`src/cpuPkg.sv`:
```
package cpuPkg;

    // Datapath and register index widths
    localparam int xlen     = 32;
    localparam int regAddrW = 5;

    // RISC-V major opcodes of the supported subset
    typedef enum logic [6:0] {
        OP_R      = 7'b0110011,
        OP_IMM    = 7'b0010011,
        OP_LOAD   = 7'b0000011,
        OP_STORE  = 7'b0100011,
        OP_BRANCH = 7'b1100011
    } opcodeT;

    // Coarse ALU class from the main decoder
    typedef enum logic [1:0] {
        ALU_ADD_CLASS   = 2'b00, // lw, sw, addi
        ALU_SUB_CLASS   = 2'b01, // beq compare
        ALU_FUNCT_CLASS = 2'b10  // R-type, look at funct fields
    } aluOpT;

    // ALU function select
    typedef enum logic [3:0] {
        ALU_AND = 4'b0000,
        ALU_OR  = 4'b0001,
        ALU_ADD = 4'b0010,
        ALU_SUB = 4'b0110,
        ALU_SLT = 4'b0111
    } aluCtrlT;

    // Immediate layouts handled by immGen
    typedef enum logic [1:0] {
        IMM_I = 2'b00,
        IMM_S = 2'b01,
        IMM_B = 2'b10
    } immFmtT;

endpackage

```
`src/controlUnit.sv`:
```
`timescale 1ns/100ps

module controlUnit (
    input  logic [cpuPkg::xlen-1:0]  inst,
    output logic                     regWrite,
    output logic                     aluSrc,
    output logic                     memWrite,
    output logic                     memToReg,
    output logic                     isBranch,
    output cpuPkg::immFmtT           immFmt,
    output cpuPkg::aluCtrlT          aluCtrl
);
    import cpuPkg::*;

    opcodeT     opcode;
    aluOpT      aluOp;
    logic [2:0] funct3;
    logic       funct7b5;

    assign opcode   = opcodeT'(inst[6:0]);
    assign funct3   = inst[14:12];
    assign funct7b5 = inst[30];

    // Main decoder
    always_comb begin
        regWrite = 1'b0;
        aluSrc   = 1'b0;
        memWrite = 1'b0;
        memToReg = 1'b0;
        isBranch = 1'b0;
        immFmt   = IMM_I;
        aluOp    = ALU_ADD_CLASS;
        case (opcode)
            OP_R: begin
                regWrite = 1'b1;
                aluOp    = ALU_FUNCT_CLASS;
            end
            OP_IMM: begin
                regWrite = 1'b1;
                aluSrc   = 1'b1;
            end
            OP_LOAD: begin
                regWrite = 1'b1;
                aluSrc   = 1'b1;
                memToReg = 1'b1;
            end
            OP_STORE: begin
                aluSrc   = 1'b1;
                memWrite = 1'b1;
                immFmt   = IMM_S;
            end
            OP_BRANCH: begin
                isBranch = 1'b1;
                immFmt   = IMM_B;
                aluOp    = ALU_SUB_CLASS; // Compare by subtracting
            end
            default: ; // Behaves as a no-op
        endcase
    end

    // ALU decoder
    always_comb begin
        case (aluOp)
            ALU_SUB_CLASS: aluCtrl = ALU_SUB;
            ALU_FUNCT_CLASS: begin
                case (funct3)
                    3'b000:  aluCtrl = funct7b5 ? ALU_SUB : ALU_ADD;
                    3'b010:  aluCtrl = ALU_SLT;
                    3'b110:  aluCtrl = ALU_OR;
                    3'b111:  aluCtrl = ALU_AND;
                    default: aluCtrl = ALU_ADD;
                endcase
            end
            default: aluCtrl = ALU_ADD;
        endcase
    end

endmodule

```
`config.mk`:
```
export PLATFORM = sky130hd
export DESIGN_NAME = controlUnit
export DESIGN_NICKNAME = d
export VERILOG_FILES = /design/src/cpuPkg.sv /design/src/controlUnit.sv
export SDC_FILE = /design/constraint.sdc
export NUM_CORES = 1
export LEC_CHECK = 0
export ABC_AREA = 1
export BUFFER_PORTS_ARGS = -buffer_cell sky130_fd_sc_hd__buf_2
export CAP_MARGIN = 40
export CORE_AREA = 2 2 39 41
export DETAILED_ROUTE_END_ITERATION = 16
export DIE_AREA = 0 0 41 43
export PLACE_DENSITY = 0.59
export REMOVE_ABC_BUFFERS = 1
export SKIP_LAST_GASP = 1
export SYNTH_ARGS = -nofsm -noshare
export SYNTH_HDL_FRONTEND = slang
export SYNTH_SLANG_ARGS = --single-unit
```
`constraint.sdc`:
```
create_clock -name vclk -period 1.3
set_input_delay 0.13 -clock vclk [all_inputs]
set_output_delay 0.13 -clock vclk [all_outputs]
set_load 0.03 [all_outputs]
```
After elaboration in Yosys (flattened, before gate mapping)
Index checks and enable logic that the tools add are counted.
{"block": "classes", "eq_ne": 10, "mux": 10, "reduce_logical": 3}
{"operator": "== test 7 x 6 -> 1 bit (second input constant)", "n": 2}
{"operator": "one-hot mux 3 bit (4 select lines)", "n": 1}
{"operator": "one-hot mux 2 bit (2 select lines)", "n": 2}
{"operator": "== test 7 x 2 -> 1 bit (second input constant)", "n": 1}
{"operator": "== test 7 x 5 -> 1 bit (second input constant)", "n": 1}
{"operator": "== test 7 bit (second input constant)", "n": 1}
{"operator": "== test 3 bit (second input constant)", "n": 2}
{"operator": "one-hot mux 3 bit (2 select lines)", "n": 1}
{"operator": "OR reduction 3 bit", "n": 2}
{"operator": "two-way mux 1 bit", "n": 5}
{"operator": "== test 3 x 2 -> 1 bit (second input constant)", "n": 1}
{"operator": "logical NOT 3 bit", "n": 1}
{"operator": "two-way mux 3 bit", "n": 1}
{"operator": "== test 2 x 1 -> 1 bit (second input constant)", "n": 1}
{"operator": "== test 2 bit (second input constant)", "n": 1}
{"block": "word_totals", "reg_bits": 0, "inputBits": 32, "output_inout_bits": 11, "wordCells": 23}

Logic depth before layout (Yosys ltp)
Gate-level depths: netlist (run 1).
{"block": "depth", "ltp_word": 4, "ltp_mapped": 11, "mapped_depth_nobuf": 11}

Worst setup path before layout (run 1)
OpenSTA, ideal clock, no wires.
{"block": "synth_path", "path_type": "input-to-output", "start": "input inst[3] (netlist name)", "end": "output aluCtrl[0]", "arrival_ps": 2031, "t_required_ps": 1170, "slack_ps": -861, "stages": 6, "path_buffers": 0, "cell_sequence": "nor2_4 > nand2_4 > nor3_4 > inv_2 > ha_1 > nor4_1"}
{"block": "synth_between", "elab_chain_cells": 4, "word_cells_on_any_way": 6, "cone_classes": "4 x eq/ne; 2 x mux"}
{"element": "start, declared", "line": "controlUnit.sv:4", "text": "input logic [cpuPkg::xlen-1:0] inst,"}
{"element": "== test 7 bit or == test 7 x 6 -> 1 bit (tied branches)", "line": "controlUnit.sv:33", "text": "case (opcode)"}
{"element": "one-hot mux 2 bit (2 select lines) *", "line": "controlUnit.sv:33"}
{"element": "== test 2 bit or == test 2 x 1 -> 1 bit (tied branches)", "line": "controlUnit.sv:63", "text": "case (aluOp)"}
{"element": "one-hot mux 3 bit (2 select lines) *", "line": "controlUnit.sv:63"}
{"element": "end, declared", "line": "controlUnit.sv:11", "text": "output cpuPkg::aluCtrlT aluCtrl"}
Mark *: on every way between the ends. The rest lies on a longest branch, timed or not.

Final worst setup path (run 1)
{"block": "layout_path", "start": "input inst[3] (netlist name)", "end": "output aluCtrl[2]"}
The elaborated chain is that of the path after synthesis.

==> flow_metrics.tcl, run 1 <==
set metrics [dict create \
    hold_path.class "in2out" \
    cts_hold_buffers 0 \
    seq_cell_count 0 \
    fin_crit_sh_pct 111 \
    max_stage_delay_ns 0.16 \
    drc 0 \
    wl_met2_um 334 \
    p_int_w 0.0000433 \
    arrival_ns 1.31 \
    grt_pass1_wl_um 1100 \
    boundaryPins 43 \
    start_util_pct 16.5 \
    power_switching_w 0.0000437 \
    postSynthAreaPerCell_um2 5.55 \
    postRouteAntennaNets 0 \
    synth.distinct_cells 19 \
    path_cells "buf_6 -> nor2_4 -> nand2_4 -> inv_2 -> nand3_2 -> inv_2 -> ha_4 -> inv_4 -> nor2_1 -> nand3_1 -> a21oi_4 -> buf_6" \
    routed_via_density 3.80 \
    maxCapViolations 0 \
    critPathKind "in2out" \
    layout_commonest_cell "buf_2" \
    final_core_util_pct 37.9 \
    violations "negative setup slack" \
    hpwlAfterDp_um 555 \
    core_area_mm2 0.00138 \
    grt_max_degree 4 \
    mostFrequentLayoutCells "buf_2 (16), buf_4 (12), inv_2 (7), buf_6 (6)" \
    track_usage_pct 8.30 \
    wl_per_cell_um 7.65 \
    grt_overflow 0 \
    first_pass_iters 3 \
    synth.cell_area_um2 228 \
    vias 338 \
    seqPwrFrac_pct 0 \
    leakage_nw 0.300 \
    diodes 0 \
    dr.max_layer_used "met3" \
    rows 14 \
    cp_data_required_time_ns 1.17 \
    first_iter_violations 3 \
    antenna_found_initial 0 \
    critPathBufInv 5 \
    fin_nets 109 \
    gp_congestion 0.666 \
    fmax_mhz 694 \
    area_delta_synth_final_pct 130 \
    rsz0062_at_grt "yes" \
    instances_no_fill 89 \
    holdWs_ns 0.545 \
    drive_gt1_share_pct 74.0 \
    die_h_um 43 \
    met3_length_um 83 \
    placed_cells 86 \
    ff_latch_area_um2 0 \
    yosysWarnings 0 \
    critPathCaptureType "output pin" \
    setup_slack_ns -0.141 \
    min_period_ns 1.44 \
    timing.final.hold_violations 0 \
    die_w_um 41 \
    outcome "finished with violations" \
    cp_slowest_cell "a21oi_4" \
    power_w 0.0000871 \
    swShare_pct 50.2 \
    wl_met1_um 263 \
    power_frac_comb_pct 100.0 \
    drt-total-wl_um 681 \
    portBuffers 21 \
    crit_family "simple AND/OR/NAND/NOR gates" \
    synth.yosys.seq_area_share_pct 0 \
    powerDensity_mw_per_mm2 166 \
    nClkBuffers 0 \
    setup_viol 3 \
    irDropWorstVdd_v 0.0000726 \
    worstPathMaxFanout 3 \
    clock_power_share_pct 0 \
    drv_slew 0 \
    syn_inst 41 \
    dieArea_mm2 0.00176 \
    worst_setup_path_start_kind "primary input" \
    grt_pass1_vias 313 \
]
==> worst min-delay path, stage by stage <==
cell and delay, ns:
buf_2 0.11, nor4_4 0.05, buf_6 0.12
==> power by group through the flow <==
stage / combinational (W) / clock, W / sequential (W)
after floorplan: 0.0000330 / 0 / 0
after global placement: 0.0000724 / 0 / 0
after detailed placement: 0.0000732 / 0 / 0
after CTS: 0.0000801 / 0 / 0
after global routing: 0.0000954 / 0 / 0
final: 0.0000871 / 0 / 0
==> cell type report <==
class	instances	area [um^2]
fillers	154	860
inverters	13	51.3
multi-input cells	26	215
well taps	16	20.0
repair buffers	34	238
==> final timing paths <==
kind | startpoint | endpoint | slack (ns) | depth (start not counted)
hold / removal | inst[12] | aluCtrl[0] | 0.55 | 3
setup / recovery | inst[3] | aluCtrl[2] | -0.14 | 12
==> synth_stat cells <==
master,number,share of area (%)
nor3_1,1,2.2
ha_1,2,11
conb_1,1,1.6
nand4_1,1,2.7
nor2_4,1,4.9
nand3_2,1,4.4
nor4_1,1,2.7
o21ai_0,1,2.2
inv_2,5,8.2
nand2_2,1,2.7
nand2_4,1,4.9
nand3_1,1,2.2
nor2_1,5,8.2
nor2_2,1,2.7
inv_1,8,13
nor3_4,1,7.1
buf_4,2,6.6
nand2_1,6,9.9
a21oi_1,1,2.2
==> through the flow <==
stage                     setup WS [ns]  instance area [um^2]  TNS [ns]
after floorplan                  -0.861                   213     -1.34
after CTS                        -0.186                   478    -0.491
after global placement           -0.247                   413    -0.670
after global routing             -0.216                   524    -0.548
after detailed placement         -0.264                   413    -0.775
final                            -0.141                   524    -0.319
==> layer usage <==
layer / track usage, % / up-vias
li1: - / 182
met5: 0 / -
met2: 15.3 / 19
met3: 1.57 / 0
met1: 9.84 / 137
met4: 0 / 0
==> cell families after synthesis <==
group,count (synthesis),synth area share [%]
simple gates,21,54.9
buf+inv,15,28.0
compound gates,2,4.39
fa+ha+maj,2,11.0
other cells,1,1.65
==> timing repair <==
item / in CTS / in global routing
pin swaps: 6 / 7
buffers inserted: 1 / 2
endpoints found under the hold margin: 0 / 0
setup endpoints to repair: 3 / 3
resized for setup: 13 / 9
Power figures use the tool's default switching activity.
==> run 2, diff against run 1 <==
RECOVER_POWER = 25   (was default)
==> flow_metrics.tcl, run 2 (same netlist as run 1, synthesis figures left out) <==
set metrics [dict create \
    worst_setup_path_start_kind "primary input" \
    start_util_pct 16.5 \
    grt_overflow 0 \
    grt_pass1_vias 313 \
    num-fill-cells 155 \
    use_met2_pct 15.3 \
    worstPathMaxFanout 3 \
    timing.final.hold_violations 0 \
    portBuffers 21 \
    fin_nets 109 \
    setup_slack_ns -0.141 \
    mostFrequentLayoutCells "buf_2 (15), buf_4 (12), inv_2 (7), buf_6 (6)" \
    hold_path.class "in2out" \
    min_period_ns 1.44 \
    outcome "finished with violations" \
    die_w_um 41 \
    nClkBuffers 0 \
    antenna_found_initial 0 \
    drt-total-wl_um 679 \
    gp_congestion 0.666 \
    leakage_nw 0.295 \
    powerDensity_mw_per_mm2 166 \
    area_delta_synth_final_pct 130 \
    layout_commonest_cell "buf_2" \
    critPathKind "in2out" \
    drive_gt1_share_pct 72.6 \
    diodes 0 \
    postRouteAntennaNets 0 \
    cp_data_required_time_ns 1.17 \
    ff_latch_area_um2 0 \
    rsz0062_at_grt "yes" \
    first_pass_iters 3 \
    track_usage_pct 8.30 \
    wl_per_cell_um 7.63 \
    setup_viol 3 \
    routed_via_density 3.80 \
    dieArea_mm2 0.00176 \
    first_iter_violations 3 \
    hpwlAfterDp_um 555 \
    drv_slew 0 \
    die_h_um 43 \
    fin_crit_sh_pct 111 \
    maxCapViolations 0 \
    boundaryPins 43 \
    busiest_layer "met2" \
    grt_pass1_wl_um 1100 \
    violations "negative setup slack" \
    fmax_mhz 694 \
    arrival_ns 1.31 \
    multi_input_area_um2 215 \
    vias 338 \
    core_area_mm2 0.00138 \
    rows 14 \
    irDropWorstVdd_v 0.0000726 \
    seq_cell_count 0 \
    final_area_um2 523 \
    place_area_um2 413 \
    critPathCaptureType "output pin" \
    fin_tns_setup_ns -0.319 \
    grt_use_met1_pct 9.84 \
    global_route.usage.met3_pct 1.57 \
    drc 0 \
    cts_hold_buffers 0 \
    grt_max_degree 4 \
]
==> run 2: power breakdown <==
group           total, W  switching, W  internal (W)
Clock                  0             0             0
Sequential             0             0             0
Combinational  0.0000870     0.0000437     0.0000432
Total          0.0000870     0.0000437     0.0000432
==> run 2: per-layer routing <==
layer  routed length, um  part of all wire, %
met5                   0                    0
met4                   0                    0
met3                  82                   12
met2                 334                   49
met1                 262                   39
==> run 2: per-stage QoR <==
stage	cells	total power [W]	hold slack, ns	utilization (%)	setup slack, ns
final	89	0.0000870	0.545	37.8	-0.141
after detailed placement	86	0.0000732	0.555	29.8	-0.264
after global routing	89	0.0000953	0.553	37.8	-0.216
after floorplan	39	0.0000330	0.372	-	-0.861
after CTS	87	0.0000801	0.553	34.5	-0.186
after global placement	86	0.0000724	0.553	29.8	-0.247
==> run 2: final timing paths <==
| kind | start | endpoint | slack [ns] | cells after the start |
|---|---|---|---|---|
| max | inst[3] | aluCtrl[2] | -0.14 | 12 |
| min | inst[12] | aluCtrl[0] | 0.55 | 3 |
==> run 2: layout make-up <==
type	count	share of cell area, %
Timing Repair Buffer	34	45.2
Tap cell	16	3.83
Multi-Input combinational cell	26	41.1
Inverter	13	9.81
==> run 2: repair_timing <==
action,4_1_cts,5_1_grt
resized for setup,13,9
pin swaps,6,7
cloned,0,0
buffers inserted,1,2
endpoints found under the setup margin,3,3
==> run 2: worst max-delay path, cell delays in order <==
cell,delay [ns]
buf_6,0.09
nor2_4,0.12
nand2_4,0.08
inv_2,0.07
nand3_2,0.07
inv_2,0.07
ha_4,0.13
inv_4,0.04
nor2_1,0.09
nand3_1,0.12
a21oi_4,0.16
buf_6,0.14
==> run 3, diff against run 2 <==
REMOVE_ABC_BUFFERS = default   (was 1)
SLEW_MARGIN = 20   (was default)
==> flow_metrics.tcl, run 3 (same netlist as run 1, synthesis figures left out) <==
set metrics [dict create \
    outcome "finished with violations" \
    violations "negative setup slack" \
    drv_slew 0 \
    seq_cell_count 0 \
    postRouteAntennaNets 0 \
    worst_setup_path_start_kind "primary input" \
    holdPathStages 3 \
    fin_crit_sh_pct 111 \
    diodes 0 \
    hpwlAfterDp_um 556 \
    critPathKind "in2out" \
    ff_latch_area_um2 0 \
    drt-total-wl_um 719 \
    placed_cells 85 \
    wl_per_cell_um 7.90 \
    dieArea_mm2 0.00176 \
    arrival_ns 1.31 \
    area_delta_synth_final_pct 138 \
    syn_nets 75 \
    fin_nets 111 \
    boundaryPins 43 \
    drive_gt1_share_pct 74.7 \
    critPathCaptureType "output pin" \
    layout_commonest_cell "buf_2" \
    powerDensity_mw_per_mm2 165 \
    grt_overflow 0 \
    first_iter_violations 0 \
    timing.final.hold_violations 0 \
    grt_pass1_vias 324 \
    min_period_ns 1.44 \
    hold_path.class "in2out" \
    grt_pass1_wl_um 1190 \
    drc 0 \
    start_util_pct 16.5 \
    die_h_um 43 \
    core_area_mm2 0.00138 \
    fmax_mhz 693 \
    nClkBuffers 0 \
    final_core_util_pct 39.2 \
    vias 354 \
    worstPathMaxFanout 3 \
    routed_via_density 3.89 \
    setup_slack_ns -0.144 \
    mostFrequentLayoutCells "buf_2 (14), buf_4 (13), buf_6 (8), inv_2 (7), inv_1 (6)" \
    hold_path_end "aluCtrl[0]" \
    grt_max_degree 5 \
    gp_congestion 0.678 \
    rsz0062_at_grt "yes" \
    antenna_found_initial 0 \
    cp_data_required_time_ns 1.17 \
    rows 14 \
    final_area_um2 543 \
    min_from "inst[12]" \
    first_pass_iters 1 \
    leakage_nw 0.307 \
    instances_no_fill 91 \
    die_w_um 41 \
    portBuffers 21 \
    irDropWorstVdd_v 0.0000831 \
    maxCapViolations 0 \
    setup_viol 3 \
    track_usage_pct 9.20 \
    place_area_um2 439 \
]
## run 3: timing repair
| item | CTS | global route |
|---|---|---|
| hold buffers | 0 | 0 |
| resized for setup | 14 | 6 |
| pin swaps | 7 | 3 |
| buffers inserted | 7 | 1 |
| setup endpoints to repair | 3 | 4 |
## run 3: layout make-up
class | instances | area, um^2
fill | 148 | 841
inverter | 13 | 48.8
multi-input combinational | 26 | 213
tap | 16 | 20.0
timing repair buffer | 36 | 262
## run 3: routing by layer
| metal | share of wire, % | wire length, um | track usage, % |
|---|---|---|---|
| met5 | 0 | 0 | 0 |
| met2 | 53 | 381 | 18.1 |
| met3 | 11 | 77 | 0 |
| met1 | 36 | 260 | 10.8 |
| met4 | 0 | 0 | 0 |
## run 3: worst max-delay path, cell delays in order
cell     delay [ns]
buf_6          0.10
nor2_4         0.13
nand2_4        0.08
inv_2          0.07
nand3_2        0.07
inv_2          0.07
ha_4           0.12
inv_2          0.04
buf_6          0.10
nor4_4         0.25
buf_6          0.16
## run 3: how the worst max path moves through the flow
stage	from	endpoint	slack, ns	cells past startpoint
2_1_floorplan	inst[3]	aluCtrl[0]	-0.32	6
3_3_place_gp	inst[3]	aluCtrl[0]	-0.21	8
3_5_place_dp	inst[3]	aluCtrl[0]	-0.25	8
4_1_cts	inst[2]	aluCtrl[0]	-0.14	11
5_1_grt	inst[3]	aluCtrl[0]	-0.24	11
6_report	inst[3]	aluCtrl[0]	-0.14	11
## run 3: where the power goes
part / switching, W / leakage, nW / internal, W / total (W)
registers: 0 / 0 / 0 / 0
clock network: 0 / 0 / 0 / 0
logic: 0.0000454 / 0.307 / 0.0000443 / 0.0000897
total: 0.0000454 / 0.307 / 0.0000443 / 0.0000897
## run 3: per-stage QoR
stage          TNS [ns]  hold slack, ns  total power (W)  worst slack, ns
6_report         -0.261           0.549        0.0000897           -0.144
2_1_floorplan    -0.566           0.307        0.0000377           -0.317
3_3_place_gp     -0.529           0.574        0.0000731           -0.212
5_1_grt          -0.500           0.561        0.0000992           -0.240
3_5_place_dp     -0.616           0.576        0.0000746           -0.251
4_1_cts          -0.258           0.571        0.0000883           -0.138
